===== src/logic/bp_pkg.sv =====
package bp_pkg;

	// history length, same as the table index width for gshare
	localparam int GHR_BITS       = 10;
	localparam int PHT_INDEX_BITS = 10;
	localparam int PHT_ENTRIES    = 1 << PHT_INDEX_BITS;

	// branch target buffer geometry
	localparam int BTB_INDEX_BITS = 6;
	localparam int BTB_ENTRIES    = 1 << BTB_INDEX_BITS;
	localparam int BTB_TAG_BITS   = 24;

	// 2-bit counters, MSB is the decision
	// tables: weakly not taken, chooser: weakly local
	localparam int                  CTR_BITS  = 2;
	localparam logic [CTR_BITS-1:0] CTR_RESET = CTR_BITS'(1);
	localparam logic [CTR_BITS-1:0] CTR_MAX   = CTR_BITS'(3);

	// one saturating step up or down
	function automatic logic [CTR_BITS-1:0] ctr_step(
		input logic [CTR_BITS-1:0] ctr,
		input logic                up
	);
		if (up) begin
			return (ctr == CTR_MAX) ? ctr : ctr + 1'b1;
		end
		return (ctr == '0) ? ctr : ctr - 1'b1;
	endfunction

endpackage

===== src/logic/rv32_pkg.sv =====
package rv32_pkg;

	// data and address width
	localparam int WORD_BITS = 32;

	// instructions are one word, always word aligned
	localparam int INST_BYTES  = 4;
	localparam int OFFSET_BITS = 2;

	// one fetch address, split for the BTB or for the counter tables
	typedef union packed {
		struct packed {
			logic [bp_pkg::BTB_TAG_BITS-1:0]   tag;
			logic [bp_pkg::BTB_INDEX_BITS-1:0] index;
			logic [OFFSET_BITS-1:0]            offset;
		} btb;
		struct packed {
			logic [WORD_BITS-bp_pkg::PHT_INDEX_BITS-OFFSET_BITS-1:0] upper;
			logic [bp_pkg::PHT_INDEX_BITS-1:0]                       index;
			logic [OFFSET_BITS-1:0]                                  offset;
		} tbl;
	} fetch_addr_u;

endpackage


===== src/logic/bp_update_if.sv =====
`timescale 1ns/1ps

interface bp_update_if import rv32_pkg::*, bp_pkg::*; ();

	// resolve strobe, all fields below are sampled only with it
	logic                 valid;
	fetch_addr_u          pc;
	logic                 taken;
	logic [WORD_BITS-1:0] target;

	// snapshot returned from the lookup of this branch
	logic [GHR_BITS-1:0]  ghr;
	logic                 used_gshare;
	logic                 pred_taken;

	// every training block only listens
	modport trainer (
		input valid,
		input pc,
		input taken,
		input target,
		input ghr,
		input used_gshare,
		input pred_taken
	);

endinterface


===== src/logic/tournament_chooser.sv =====
`timescale 1ns/1ps

module tournament_chooser import rv32_pkg::*, bp_pkg::*; (
	input  logic                 clk,
	input  logic                 rst_i,
	input  logic                 lookup_i,
	input  fetch_addr_u          lookup_pc_i,
	bp_update_if.trainer         upd,
	input  logic [CTR_BITS-1:0]  local_ctr_i,
	input  logic [CTR_BITS-1:0]  gshare_ctr_i,
	input  logic                 btb_hit_i,
	input  logic [WORD_BITS-1:0] btb_target_i,
	output logic                 pred_valid_o,
	output logic                 pred_taken_o,
	output logic [WORD_BITS-1:0] pred_next_pc_o,
	output logic                 pred_gshare_o
);

	// MSB set selects gshare
	logic [CTR_BITS-1:0]  choice_table_q [PHT_ENTRIES];

	logic                 valid_q;
	logic                 use_gshare_q;
	logic [WORD_BITS-1:0] pc_q;

	logic                 toward_gshare;
	logic [CTR_BITS-1:0]  sel_ctr;

	// a right guess rewards the used component and a wrong one the other
	assign toward_gshare = (upd.pred_taken == upd.taken) ? upd.used_gshare
		: !upd.used_gshare;

	always_ff @(posedge clk) begin
		if (rst_i) begin
			for (int i = 0; i < PHT_ENTRIES; i++) begin
				choice_table_q[i] <= CTR_RESET;
			end
		end else if (upd.valid) begin
			choice_table_q[upd.pc.tbl.index] <=
				ctr_step(choice_table_q[upd.pc.tbl.index], toward_gshare);
		end
	end

	// result of each lookup comes in the next cycle
	always_ff @(posedge clk) begin
		if (rst_i) begin
			valid_q <= 1'b0;
		end else begin
			valid_q <= lookup_i;
		end
	end

	always_ff @(posedge clk) begin
		if (lookup_i) begin
			use_gshare_q <= choice_table_q[lookup_pc_i.tbl.index][CTR_BITS-1];
			pc_q         <= lookup_pc_i;
		end
	end

	// no BTB target means no taken prediction
	assign sel_ctr      = use_gshare_q ? gshare_ctr_i : local_ctr_i;
	assign pred_taken_o = sel_ctr[CTR_BITS-1] && btb_hit_i;

	assign pred_next_pc_o = pred_taken_o ? btb_target_i
		: pc_q + WORD_BITS'(INST_BYTES);

	assign pred_valid_o  = valid_q;
	assign pred_gshare_o = use_gshare_q;

endmodule


===== src/flat_wrapper.sv =====
// flat-port wrapper written by rule: the top's interface ports become plain ports
module tournament_chooser_flat import rv32_pkg::*, bp_pkg::*;
  (clk, rst_i, lookup_i, lookup_pc_i, local_ctr_i, gshare_ctr_i, btb_hit_i, btb_target_i, pred_valid_o, pred_taken_o, pred_next_pc_o, pred_gshare_o, upd_valid, upd_pc, upd_taken, upd_target, upd_ghr, upd_used_gshare, upd_pred_taken);
  bp_update_if upd_i ();
  input  logic clk;
  input  logic rst_i;
  input  logic lookup_i;
  input  fetch_addr_u lookup_pc_i;
  input  logic [CTR_BITS-1:0] local_ctr_i;
  input  logic [CTR_BITS-1:0] gshare_ctr_i;
  input  logic btb_hit_i;
  input  logic [WORD_BITS-1:0] btb_target_i;
  output logic pred_valid_o;
  output logic pred_taken_o;
  output logic [WORD_BITS-1:0] pred_next_pc_o;
  output logic pred_gshare_o;
  input wire logic [$bits(upd_i.valid)-1:0] upd_valid;
  input wire logic [$bits(upd_i.pc)-1:0] upd_pc;
  input wire logic [$bits(upd_i.taken)-1:0] upd_taken;
  input wire logic [$bits(upd_i.target)-1:0] upd_target;
  input wire logic [$bits(upd_i.ghr)-1:0] upd_ghr;
  input wire logic [$bits(upd_i.used_gshare)-1:0] upd_used_gshare;
  input wire logic [$bits(upd_i.pred_taken)-1:0] upd_pred_taken;
  assign upd_i.valid = upd_valid;
  assign upd_i.pc = upd_pc;
  assign upd_i.taken = upd_taken;
  assign upd_i.target = upd_target;
  assign upd_i.ghr = upd_ghr;
  assign upd_i.used_gshare = upd_used_gshare;
  assign upd_i.pred_taken = upd_pred_taken;
  tournament_chooser u_core (.clk(clk), .rst_i(rst_i), .lookup_i(lookup_i), .lookup_pc_i(lookup_pc_i), .upd(upd_i), .local_ctr_i(local_ctr_i), .gshare_ctr_i(gshare_ctr_i), .btb_hit_i(btb_hit_i), .btb_target_i(btb_target_i), .pred_valid_o(pred_valid_o), .pred_taken_o(pred_taken_o), .pred_next_pc_o(pred_next_pc_o), .pred_gshare_o(pred_gshare_o));
endmodule

===== config.mk =====
export PLATFORM = sky130hd
export DESIGN_NAME = tournament_chooser_flat
export DESIGN_NICKNAME = d
export VERILOG_FILES = /design/src/logic/bp_pkg.sv /design/src/logic/rv32_pkg.sv /design/src/logic/bp_update_if.sv /design/src/logic/tournament_chooser.sv /design/src/flat_wrapper.sv
export SDC_FILE = /design/constraint.sdc
export NUM_CORES = 2
export LEC_CHECK = 0
export ABC_CLOCK_PERIOD_IN_PS = 5000
export CORE_ASPECT_RATIO = 1.25
export CORE_MARGIN = 5
export CORE_UTILIZATION = 40
export DETAILED_ROUTE_END_ITERATION = 8
export DONT_BUFFER_PORTS = 1
export SYNTH_ARGS = -nofsm -noshare
export SYNTH_HDL_FRONTEND = slang
export SYNTH_SLANG_ARGS = --single-unit

===== constraint.sdc =====
create_clock -name clk -period 5 [get_ports clk]
set_input_delay 1.5 -clock clk [delete_from_list [all_inputs] [get_ports clk]]
set_output_delay 1.5 -clock clk [all_outputs]
set_load 0.05 [all_outputs]

# == Word-level counts from Yosys, hierarchy flattened ==
# Memories as Yosys holds them, arrays and structs flattened. A register that Yosys moved wholly into a read port is not among the register bits.
# Cells that the tools add are included.
# word_totals
reg_bits,33
mem_bits_rw,2048
output_inout_bits,35
wordCells,32
n_memories,1
# op_classes
addsub,3
n_eq_ne,2
mux,20
reduce_logical,4
# mem_list
memory,words,word_bits,rd,rd_ports_with_merged_regs,write_ports,line,rtl
u_core.choice_table_q,1024,2,2,1,1024,tournament_chooser.sv:20,logic [CTR_BITS-1:0] choice_table_q [PHT_ENTRIES];
# op_table
op,count
$add 32x3->32 const B,1
$mux 32,1
$mux 2,8
$mux 1,10
$mux 10,1
$add 2x1->2 const B,1
$eq 2x2->1 const B,1
$logic_not 2->1,1
$reduce_or 2->1,1
$sub 2x1->2 const B,1
$eq 1x1->1,1
$logic_and 1x1->1,1
$logic_not 1->1,1

# == Longest topological paths before layout ==
# logic_depth
depth_word,9
ltp_mapped,18
depth_no_buf,10

# == Worst setup path after synthesis ==
# Ideal clock, no wire load.
# synth_path
path_kind,input -> register
start,in lookup_pc_i[2] (netlist bit)
end,"reg u_core.use_gshare_q (netlist: u_core.pred_gshare_o) (read register of u_core.choice_table_q), data pin"
setup_ns,0.267
arrival_time_ns,4.574
slack_ns,0.159
path_stages,12
path_cell_list,clkbuf_1 > buf_2 > buf_2 > buf_2 > buf_2 > buf_2 > mux4_2 > mux4_2 > a22oi_1 > nand4_1 > nand4_1 > nand3_1
# synth_lines
item,line,rtl
from (decl),flat_wrapper.sv:8,input fetch_addr_u lookup_pc_i;
to (decl),tournament_chooser.sv:23,logic use_gshare_q;

==> impl_metrics.py <==
metrics = {
    "place": {
        "place_hpwl_um": 292700,
        "gp_congestion": 0.9415,
        "portBuffers": 0,
        "postPlaceCellArea_um2": 121800,
        "post-place-ws_ns": -2.538,
        "placed_cells": 12130,
    },
    "global_route": {
        "first_global_vias": 85460,
        "track_usage_pct": 32.41,
        "antenna_found_initial": 28,
        "grt_pass1_wl_um": 676300,
        "grt_max_degree": 1028,
        "overflow": 0,
    },
    "timing": {
        "rsz0062_at_grt": "true",
        "finalCritPeriodShare_pct": 102.2,
        "tns_ns": -21.99,
        "setup_violations": 663,
        "layout_min_cycle_time_ns": 5.109,
        "final_hold_viol_count": 0,
        "finClkSkew_ns": 0.08325,
        "fin_hold_ws_ns": 0.6895,
        "slew_viol_final": 0,
        "clock.fmax_ghz": 0.1957,
        "slew_headroom_pct": 3.695,
        "tightest_slew_ns": 1.441,
        "fin_ws_ns": -0.1088,
    },
    "finish": {
        "seqCellArea_um2": 62510,
        "fillCellCount": 24970,
        "drive_gt1_share_pct": 24.10,
        "nets": 8821,
        "multi_input_area_um2": 45850,
        "design_area_um2": 130500,
        "final_cells": 12610,
        "area_delta_synth_final_pct": 15.21,
    },
    "yosys": {
        "synth_top_family_by_area": "multiplexers",
        "syn_area_um2": 113200,
        "synth_compound_area_share_pct": 9.988,
        "synth_cell_types": 68,
        "synth_common_cells": "edfxtp_1 (2081), nand3_1 (1045), mux2i_1 (869)",
        "synth_edf_count": 2081,
        "ys.flop_type": "edfxtp_1",
        "syn_area_per_cell_um2": 12.77,
        "post-synth-top-area-fraction_pct": 55.19,
        "synth_top_cell_by_area": "edfxtp_1",
        "synth_nets": 9021,
        "synth-seq-area-share_pct": 55.20,
        "ys_warn_count": 0,
        "syn_inst": 8870,
        "synth_xor_area_share_pct": 0.2320,
        "synth-seq-cells": 2082,
        "synth_area_leaders": "edfxtp_1 (55%), mux4_2 (8.1%), mux2i_1 (7.7%)",
        "synthArstFlopShare_pct": 0,
        "synthSimpleGateAreaFrac_pct": 13.43,
        "synth_mux_area_share_pct": 15.77,
        "yosys.cell_count.top_type": "edfxtp_1",
        "synth_fa_ha_area_share_pct": 0.03094,
    },
    "floorplanning": {
        "core_area_um2": 282000,
        "die_area_um2": 293900,
        "rows": 218,
        "initial_core_util_pct": 40.15,
        "dieHeight_um": 604.9,
        "boundaryPins": 185,
        "die_w_um": 485.9,
    },
    "route": {
        "firstDrtPassIters": 8,
        "routedWlPerCell_um": 39.84,
        "drc": 0,
        "vias_per_cell": 7.087,
        "vias": 89330,
        "antenna_left": 0,
        "drt_iter0_drc": 15530,
        "wl_um": 502200,
    },
    "cts": {
        "cts_tree": "yes",
        "clock_sinks": 2082,
        "htree_levels": 4,
        "clock-root-buffer": "clkbuf_16",
        "cts_made_buffers": 216,
        "cts.clk_slew.worst_paths_ns": 0.06,
        "insertion_delay_ns": 0.94,
        "cts_max_path_buffers": 4,
    },
    "setup_path": {
        "worstSetupPathType": "in2reg",
        "worst-path-max-fanout": 40,
        "cp.required_ns": 5.73,
        "critPathLaunchType": "input pin",
        "worstSetupEndpointType": "register",
        "worstPathArrival_ns": 5.83,
    },
    "status": {
        "violations": "setup timing",
        "status": "complete, but fails checks",
    },
    "run": {
        "max-cap-violations": 0,
    },
    "hold_path": {
        "hold_class": "in2reg",
    },
    "power_and_ir_drop": {
        "p_leak_nw": 43.80,
        "p_per_area_nw_per_um2": 332.4,
        "irDropWorstVdd_uv": 288.4,
    },
}
worst paths after layout:
kind | to | slack [ns] | cells after the start | from
max | u_core.choice_table_q[855][0] | -0.11 | 18 | upd_pc[3]
max reg2reg | u_core.choice_table_q[861][0] | 0.77 | 15 | u_core.choice_table_q[531][1]
min | u_core.pc_q[22] | 0.69 | 0 | lookup_pc_i[22]
min reg2reg | u_core.pred_gshare_o | 1.81 | 10 | u_core.choice_table_q[603][1]
through the flow:
stage / total power, mW / utilization, %
4_1_cts: 42.53 / 45.87
5_1_grt: 44.19 / 46.23
6_report: 43.37 / 46.26
3_3_place_gp: 26.30 / 43.19
3_5_place_dp: 26.39 / 43.19
2_1_floorplan: 24.31 / -
repair_timing:
| item | in CTS | in global routing |
|---|---|---|
| resized for setup | 27 | 39 |
| buffers inserted | 1 | 15 |
| cloned | 19 | 21 |
| hold buffers | 0 | 0 |
| pin swaps | 6 | 9 |
| setup endpoints to repair | 2054 | 2412 |
| endpoints found under the hold margin | 0 | 0 |
metal layers:
layer | vias up | global-route usage [%] | wire, um | share of wire [%]
li1 | 34380 | - | - | -
met1 | 44750 | 38.86 | 163200 | 32
met2 | 8054 | 48.30 | 217400 | 43
met3 | 2133 | 9.916 | 70790 | 14
met4 | 18 | 26.23 | 50740 | 10
met5 | - | 0 | 113 | 0.023
power breakdown:
| group | switching, mW | internal [mW] |
|---|---|---|
| combinational | 4.65 | 2.54 |
| sequential | 0.238 | 19.6 |
| clock | 7.28 | 9.08 |
placed cells by master, fill, tap and decap left out, drive strengths merged, types with 8 or more instances in the layout:
master	Yosys	layout
o21ai	56	56
xor2	18	18
o22ai	369	369
bufinv	0	22
o21bai	243	243
diode	0	29
buf	513	800
o22a	24	24
nor3	1049	1049
edfxtp	2081	2081
mux4	406	406
bufbuf	0	11
clkbuf	737	278
o2111ai	26	26
mux2i	869	869
a21oi	20	20
nand2	181	181
nand4	30	30
a22o	8	8
a21o	757	757
nor2	145	145
nand2b	29	29
nor4	86	86
a31oi	12	12
a22oi	45	45
and3	9	9
or2	9	9
xnor2	12	12
inv	6	8
clkinv	1	99
nand3	1045	1045
nor2b	17	17
critical path, stage by stage:
cell       delay, ns
buf_16          0.24
buf_16          0.24
buf_4           0.19
buf_16          0.24
mux4_2          0.53
o2111ai_1       0.27
nand4_1         0.34
nand3_1         0.27
o32ai_1         0.14
buf_4           0.20
nor3_2          0.17
buf_4           0.14
nand3_1         0.08
maj3_4          0.43
buf_12          0.16
buf_16          0.16
buf_16          0.23
nand3_1         0.12
layout make-up:
cell class                 count  area share, %
sequential                  2082          47.92
multi-input combinational   5531          35.14
timing repair buffer         832          8.060
clock buffer                 257          4.294
tap                         3740          3.587
clock inverter               128         0.9265
antenna                       29        0.05563
inverter                       7        0.02014
cells by family after synthesis:
kind of cell | count (synthesis)
and+or+nand+nor | 2639
DFF | 2082
AOI/OAI and AO/OA | 1583
muxes | 1276
buffers and inverters | 1257
xor gates and xnor gates | 30
adders and majority gates | 3
registers in the layout (all words and copies together), names as in the netlist:
signal,flops
u_core.choice_table_q,2048
u_core.pc_q,32
u_core.pred_gshare_o,1
u_core.pred_valid_o,1
(Power assumes the default switching activity.)
