File: config.mk
export PLATFORM = sky130hd
export DESIGN_NAME = btb_flat
export DESIGN_NICKNAME = d
export VERILOG_FILES = /design/src/logic/bp_pkg.sv /design/src/logic/rv32_pkg.sv /design/src/logic/bp_update_if.sv /design/src/logic/btb.sv /design/src/flat_wrapper.sv
export SDC_FILE = /design/constraint.sdc
export NUM_CORES = 2
export LEC_CHECK = 0
export BUFFER_PORTS_ARGS = -buffer_cell sky130_fd_sc_hd__buf_2
export CAP_MARGIN = 20
export CORE_MARGIN = 2
export CORE_UTILIZATION = 50
export DETAILED_ROUTE_END_ITERATION = 7
export PLACE_DENSITY = 0.66
export REMOVE_ABC_BUFFERS = 1
export SLEW_MARGIN = 20
export SYNTH_ARGS = -nofsm -noshare
export SYNTH_HDL_FRONTEND = slang
export SYNTH_SLANG_ARGS = --single-unit
File: constraint.sdc
create_clock -name clk -period 6.61 [get_ports clk]
set_input_delay 0 -clock clk [delete_from_list [all_inputs] [get_ports clk]]
set_output_delay 0 -clock clk [all_outputs]
set_load 0.05 [all_outputs]
File: src/logic/bp_pkg.sv
package bp_pkg;

	// history length, same as the table index width for gshare
	localparam int GHR_BITS       = 10;
	localparam int PHT_INDEX_BITS = 10;
	localparam int PHT_ENTRIES    = 1 << PHT_INDEX_BITS;

	// branch target buffer geometry
	localparam int BTB_INDEX_BITS = 6;
	localparam int BTB_ENTRIES    = 1 << BTB_INDEX_BITS;
	localparam int BTB_TAG_BITS   = 24;

	// 2-bit counters, MSB is the decision
	// tables: weakly not taken, chooser: weakly local
	localparam int                  CTR_BITS  = 2;
	localparam logic [CTR_BITS-1:0] CTR_RESET = CTR_BITS'(1);
	localparam logic [CTR_BITS-1:0] CTR_MAX   = CTR_BITS'(3);

	// one saturating step up or down
	function automatic logic [CTR_BITS-1:0] ctr_step(
		input logic [CTR_BITS-1:0] ctr,
		input logic                up
	);
		if (up) begin
			return (ctr == CTR_MAX) ? ctr : ctr + 1'b1;
		end
		return (ctr == '0) ? ctr : ctr - 1'b1;
	endfunction

endpackage
File: src/logic/rv32_pkg.sv
package rv32_pkg;

	// data and address width
	localparam int WORD_BITS = 32;

	// instructions are one word, always word aligned
	localparam int INST_BYTES  = 4;
	localparam int OFFSET_BITS = 2;

	// one fetch address, split for the BTB or for the counter tables
	typedef union packed {
		struct packed {
			logic [bp_pkg::BTB_TAG_BITS-1:0]   tag;
			logic [bp_pkg::BTB_INDEX_BITS-1:0] index;
			logic [OFFSET_BITS-1:0]            offset;
		} btb;
		struct packed {
			logic [WORD_BITS-bp_pkg::PHT_INDEX_BITS-OFFSET_BITS-1:0] upper;
			logic [bp_pkg::PHT_INDEX_BITS-1:0]                       index;
			logic [OFFSET_BITS-1:0]                                  offset;
		} tbl;
	} fetch_addr_u;

endpackage

File: src/logic/bp_update_if.sv
`timescale 1ns/1ps

interface bp_update_if import rv32_pkg::*, bp_pkg::*; ();

	// resolve strobe, all fields below are sampled only with it
	logic                 valid;
	fetch_addr_u          pc;
	logic                 taken;
	logic [WORD_BITS-1:0] target;

	// snapshot returned from the lookup of this branch
	logic [GHR_BITS-1:0]  ghr;
	logic                 used_gshare;
	logic                 pred_taken;

	// every training block only listens
	modport trainer (
		input valid,
		input pc,
		input taken,
		input target,
		input ghr,
		input used_gshare,
		input pred_taken
	);

endinterface

File: src/logic/btb.sv
`timescale 1ns/1ps

module btb import rv32_pkg::*, bp_pkg::*; (
	input  logic                 clk,
	input  logic                 rst_i,
	input  logic                 lookup_i,
	input  fetch_addr_u          lookup_pc_i,
	bp_update_if.trainer         upd,
	output logic                 hit_o,
	output logic [WORD_BITS-1:0] target_o
);

	logic [BTB_ENTRIES-1:0]  valid_q;
	logic [BTB_TAG_BITS-1:0] tag_q [BTB_ENTRIES];
	logic [WORD_BITS-1:0]    target_q [BTB_ENTRIES];

	// lookup stage
	logic                    rd_valid_q;
	logic [BTB_TAG_BITS-1:0] rd_tag_q;
	logic [BTB_TAG_BITS-1:0] lookup_tag_q;
	logic [WORD_BITS-1:0]    rd_target_q;

	logic                    wr_en;

	// only taken branches get an entry
	assign wr_en = upd.valid && upd.taken;

	always_ff @(posedge clk) begin
		if (rst_i) begin
			valid_q <= '0;
		end else if (wr_en) begin
			valid_q[upd.pc.btb.index] <= 1'b1;
		end
	end

	always_ff @(posedge clk) begin
		if (wr_en) begin
			tag_q[upd.pc.btb.index]    <= upd.pc.btb.tag;
			target_q[upd.pc.btb.index] <= upd.target;
		end
	end

	always_ff @(posedge clk) begin
		if (rst_i) begin
			rd_valid_q <= 1'b0;
		end else if (lookup_i) begin
			rd_valid_q <= valid_q[lookup_pc_i.btb.index];
		end
	end

	always_ff @(posedge clk) begin
		if (lookup_i) begin
			rd_tag_q     <= tag_q[lookup_pc_i.btb.index];
			rd_target_q  <= target_q[lookup_pc_i.btb.index];
			lookup_tag_q <= lookup_pc_i.btb.tag;
		end
	end

	// tag compare after the registered read
	assign hit_o    = rd_valid_q && (rd_tag_q == lookup_tag_q);
	assign target_o = rd_target_q;

	// fetch never presents a misaligned pc
	a_lookup_aligned: assert property (
		@(posedge clk) disable iff (rst_i)
		lookup_i |-> (lookup_pc_i.btb.offset == '0)
	);

endmodule

File: src/flat_wrapper.sv
// flat-port wrapper written by rule: the top's interface ports become plain ports
module btb_flat import rv32_pkg::*, bp_pkg::*;
  (clk, rst_i, lookup_i, lookup_pc_i, hit_o, target_o, upd_valid, upd_pc, upd_taken, upd_target, upd_ghr, upd_used_gshare, upd_pred_taken);
  bp_update_if upd_i ();
  input  logic clk;
  input  logic rst_i;
  input  logic lookup_i;
  input  fetch_addr_u lookup_pc_i;
  output logic hit_o;
  output logic [WORD_BITS-1:0] target_o;
  input wire logic [$bits(upd_i.valid)-1:0] upd_valid;
  input wire logic [$bits(upd_i.pc)-1:0] upd_pc;
  input wire logic [$bits(upd_i.taken)-1:0] upd_taken;
  input wire logic [$bits(upd_i.target)-1:0] upd_target;
  input wire logic [$bits(upd_i.ghr)-1:0] upd_ghr;
  input wire logic [$bits(upd_i.used_gshare)-1:0] upd_used_gshare;
  input wire logic [$bits(upd_i.pred_taken)-1:0] upd_pred_taken;
  assign upd_i.valid = upd_valid;
  assign upd_i.pc = upd_pc;
  assign upd_i.taken = upd_taken;
  assign upd_i.target = upd_target;
  assign upd_i.ghr = upd_ghr;
  assign upd_i.used_gshare = upd_used_gshare;
  assign upd_i.pred_taken = upd_pred_taken;
  btb u_core (.clk(clk), .rst_i(rst_i), .lookup_i(lookup_i), .lookup_pc_i(lookup_pc_i), .upd(upd_i), .hit_o(hit_o), .target_o(target_o));
endmodule
== Word level (Yosys, flattened, before mapping) ==
Memories as Yosys holds them, arrays and structs flattened. A register that Yosys moved wholly into a read port is not among the register bits.
Cells that the tools add are included.
Word-level totals
  bits in writable memories: 3584
  memories kept: 2
  output and inout port bits: 33
  register bits after elaboration: 89
  input port bits: 113
Operators by class
  $lt $le $gt $ge: 3
  multiplexer cells: 6
  reduce and logical (&&, ||, !) cells: 3
  equal/unequal tests: 1
  bitwise gates (word level): 1
Memories
  u_core.target_q: depth 64, width 32, rd ports 1, clocked after Yosys merged registers in 1, wr ports 1, line btb.sv:15  | logic [WORD_BITS-1:0] target_q [BTB_ENTRIES];
  u_core.tag_q: depth 64, width 24, rd ports 1, clocked after Yosys merged registers in 1, wr ports 1, line btb.sv:14  | logic [BTB_TAG_BITS-1:0] tag_q [BTB_ENTRIES];
Operator list (count)
  64-bit OR: 1
  24-bit == test: 1
  6-bit by 7-bit less-than comparator with 1-bit output (second input constant): 2
  1-bit binary-select mux with 6-bit select: 1
  1-bit demux with 6-bit select: 1
  6-bit by 1-bit >= comparator with 1-bit output (second input constant): 1
  1-bit 2-to-1 mux: 4
  1-bit logical AND: 3

== Depth between registers and ports, before layout ==
  depth in word-level cells: 5
  mapped depth: 11
  gate-level depth less buffers: 5

== Worst setup path after synthesis ==
OpenSTA, ideal clock, no wires.
  path kind: input port to flip-flop
  start: input port upd_pc[6]
  end: memory u_core.tag_q[12][0] (enable)
  data required time: 6.138 ns
  arrival: 3.017 ns
  cell stages on the path: 3
  path slack: 3.122 ns
  path buffers: 1
  cells stage by stage: or3b_2 > clkbuf_1 > nor2_1
RTL lines
  from (decl): line flat_wrapper.sv:12  | input wire logic [$bits(upd_i.pc)-1:0] upd_pc;
  to (decl): line btb.sv:14
Straight into the memory's write port.

== Final worst setup path ==
  start: input port upd_taken
  end: memory u_core.tag_q[3][4] (enable)
Between the ends
  longest elaborated chain between the ends: 3
Ends and longest elaborated chain
  from (decl): line flat_wrapper.sv:13  | input wire logic [$bits(upd_i.taken)-1:0] upd_taken;
  1-bit logical AND: line btb.sv:26  | assign wr_en = upd.valid && upd.taken;
  1-bit 2-to-1 mux: line btb.sv:37  | if (wr_en) begin
  1-bit 2-to-1 mux (not written as such): line btb.sv:38  | tag_q[upd.pc.btb.index] <= upd.pc.btb.tag;
Every way passes these cells.

==> metrics.yaml <==
gp_congestion: 0.762
fin_crit_ns: 3.86
endpoint_kind: "flip-flop"
crit_top_cell: "dlygate4sd3_1"
use_met2: 0.397
fin_hold_ws_ns: 0.0378
worst_clock_skew_ns: 0.0452
max-slew-margin-rel: 0.222
fin_crit_sh: 0.584
core_area_mm2: 0.280
worstPathArrival_ns: 4.40
crit_required_ns: 7.15
fin_tns_setup_ns: 0
grt_max_degree: 124
finalHoldViolCount: 0
firstDrtPassIters: 6
slew_violations: 0
p_leak_nw: 50.0
numCtsBuffers: 376
final_util: 0.576
fmax_mhz: 259
peakVddDrop_v: 0.000226
syn_inst: 5569
top_usage_layer: "met2"
crit_path_max_incr_delay_ns: 1.04
crit_family: "simple AND/OR/NAND/NOR gates"
avgSynthCellArea_um2: 25.3
overflow: 0
r2r_start: "u_core.target_q[21][25]"
drtIter0Drc: 9597
worst_pin_slew_ns: 1.17
syn_area_mm2: 0.141
die_y_um: 535
start_kind: "input pin"
p_per_area_mw_per_mm2: 307
fp.dieW_um: 535
initial_core_util: 0.504
ys_warn_count: 0
die_area_mm2: 0.286
r2r_end: "u_core.target_o[25]"
critical_path_class: "in2reg"
drive_gt1_frac: 0.325
antenna_found_initial: 14
finalPower_mw: 49.5
cts.repair.resized: 0
seq_area_frac_synth: 0.790
design_area_mm2: 0.161
grtUsageMet3: 0.0460
setup_viol: 0
critPathBufInv: 4
num_vias: 65600
clk_path_buf_depth: 4
portBuffers: 129
post_cts_buffers: 0
synth-main-ff-cell: "edfxtp_1"
syn2layout_area_growth_pct: 14.3
drc: 0
crit_fanout: 23
avgViaCountPerCell: 6.47
worstHoldStart: "upd_pc[25]"
slowest_stage: "nor2_4"
asyncSetResetFlopFracSynth: 0
drt_wl_total_um: 361000
worstRegToRegCells: 4
status: "completed"
min_path_cells: 2
synth-edff-count: 3664
cts.clk_slew.worst_paths_ns: 0.06
groute.usage.overall: 0.252
min_to: "u_core.tag_q[51][17]"
ys_types: 42
cts_tree: "yes"
cts-root-buf: "clkbuf_16"
ff2ff_setup_slack_ns: 3.94
routedWlPerCell_um: 35.7
grt_first_pass_wirelength_um: 503000
max_cap_viol_count: 0
io-pin-count: 146
dp.final_hpwl_um: 183000
ant_nets: 0
cts.sinks: 3729
grt_pass1_vias: 65400
met1_usage: 0.370
path_cells: "dlygate4sd3_1, buf_2, nand2_1, dlygate4sd3_1, nor2_1, nand3_1, nor2_4, buf_4"
nets: 6204
rsz0062_at_grt: "no"
hold_class: "in2reg"
dpl_cell_area_mm2: 0.147
rows: 194
htreeDepth: 5
synth_seq_cells: 3729
worstSkewPairLatency_ns: 0.95
==> cell usage after synthesis (2+ instances only) <==
| cell | count | share of area |
|---|---|---|
| nor2b_1 | 14 | 0.00062 |
| xnor2_1 | 9 | 0.00056 |
| xor2_1 | 15 | 0.00093 |
| a31oi_1 | 5 | 0.00022 |
| buf_4 | 6 | 0.00032 |
| mux2_2 | 2 | 0.00016 |
| nor3b_1 | 2 | 0.00011 |
| o22ai_1 | 2 | 0.000089 |
| a21oi_1 | 34 | 0.0012 |
| nor3_1 | 3 | 0.00011 |
| buf_1 | 29 | 0.00077 |
| and3b_1 | 2 | 0.00012 |
| and2_1 | 4 | 0.00018 |
| mux2i_1 | 65 | 0.0046 |
| buf_2 | 89 | 0.0032 |
| clkbuf_1 | 165 | 0.0044 |
| nor4_1 | 7 | 0.00031 |
| nand3_1 | 7 | 0.00025 |
| nand4_1 | 2 | 0.000089 |
| nand2_1 | 20 | 0.00053 |
| nor2_1 | 164 | 0.0044 |
| a211oi_1 | 8 | 0.00043 |
| or3b_2 | 2 | 0.00012 |
| a22oi_1 | 2 | 0.00011 |
| and3_1 | 3 | 0.00013 |
| nand3b_1 | 3 | 0.00016 |
| dfxtp_1 | 65 | 0.0092 |
| mux4_2 | 1162 | 0.19 |
| a311o_1 | 2 | 0.00014 |
| edfxtp_1 | 3664 | 0.78 |
==> placed cells by master, fill, tap and decap left out, types with 4 or more instances in the layout <==
cell,n
a211oi_1,8
a21oi_1,34
a31oi_1,5
and2_1,4
buf_12,48
buf_2,118
buf_4,134
buf_8,4
bufinv_16,38
clkbuf_1,75
clkbuf_16,378
clkinv_1,82
clkinv_16,10
clkinv_2,65
clkinv_4,7
clkinv_8,5
clkinvlp_4,19
dfxtp_1,65
dlygate4sd3_1,126
edfxtp_1,3664
inv_6,8
mux2i_1,65
mux4_2,1162
nand2_1,20
nand3_1,7
nor2_1,100
nor2_4,64
nor2b_1,14
nor4_1,6
xnor2_1,9
xor2_1,15
==> power by group <==
| part | switching [mW] | internal, mW |
|---|---|---|
| Sequential | 0.0602 | 26.1 |
| Clock | 9.02 | 12.1 |
| Combinational | 1.28 | 0.939 |
==> what timing repair did <==
item	in CTS	in global routing
hold buffers	126	0
endpoints found under the hold margin	3737	0
endpoints found under the setup margin	0	0
==> sequential cells by signal (all words and copies together) (netlist names) <==
signal               count
u_core.target_q       2048
u_core.tag_q          1536
u_core.valid_q          64
u_core.target_o         32
u_core.lookup_tag_q     24
u_core.rd_tag_q         24
u_core.rd_valid_q        1
==> metrics by stage <==
stage          worst slack, ns  instances
4_1_cts                   2.86      10100
5_1_grt                   2.71      10100
3_5_place_dp              2.99       9305
6_report                  2.75      10100
2_1_floorplan             3.20       5279
3_3_place_gp              2.96       9297
==> per-layer routing <==
| layer | wire (µm) | vias to the layer above | share of wire |
|---|---|---|---|
| met4 | 8910 | 6 | 0.025 |
| met5 | 37 | - | 0.00010 |
| met1 | 143000 | 36000 | 0.39 |
| met2 | 174000 | 3646 | 0.48 |
| li1 | - | 25300 | - |
| met3 | 35700 | 564 | 0.099 |
==> logic make-up (layout without fill, tap and decap cells) <==
group / Yosys count / in the layout / share of synthesized area
buffers and inverters: 292 / 1131 / 0.00878
AND/OR/NAND/NOR: 236 / 236 / 0.00723
other: 0 / 3 / 0
flip-flops: 3729 / 3729 / 0.790
AO/OA/AOI/OAI: 59 / 59 / 0.00256
XOR/XNOR: 24 / 24 / 0.00149
multiplexers: 1229 / 1229 / 0.190
==> cell type report <==
cell class / instances / area [µm²]
diodes: 3 / 7.51
fillers: 19600 / 119000
well taps: 3724 / 4660
inverters: 2 / 7.51
clock buffers: 456 / 9780
repair buffers: 434 / 3960
clock inverters: 239 / 2510
multi-input cells: 1548 / 28900
flip-flops and latches: 3729 / 111000
==> how the worst max path moves through the flow <==
stage | startpoint | to | slack, ns | cells after the start
global route | upd_taken | u_core.tag_q[3][4] | 2.71 | 8
CTS | upd_taken | u_core.target_q[19][14] | 2.86 | 9
global placement | upd_valid | u_core.tag_q[27][23] | 2.96 | 6
floorplan | upd_pc[6] | u_core.tag_q[12][0] | 3.20 | 2
detailed placement | upd_taken | u_core.target_q[19][8] | 2.99 | 7
finish | upd_taken | u_core.tag_q[3][4] | 2.75 | 8
Note: power is estimated with default switching activity, not from simulation.
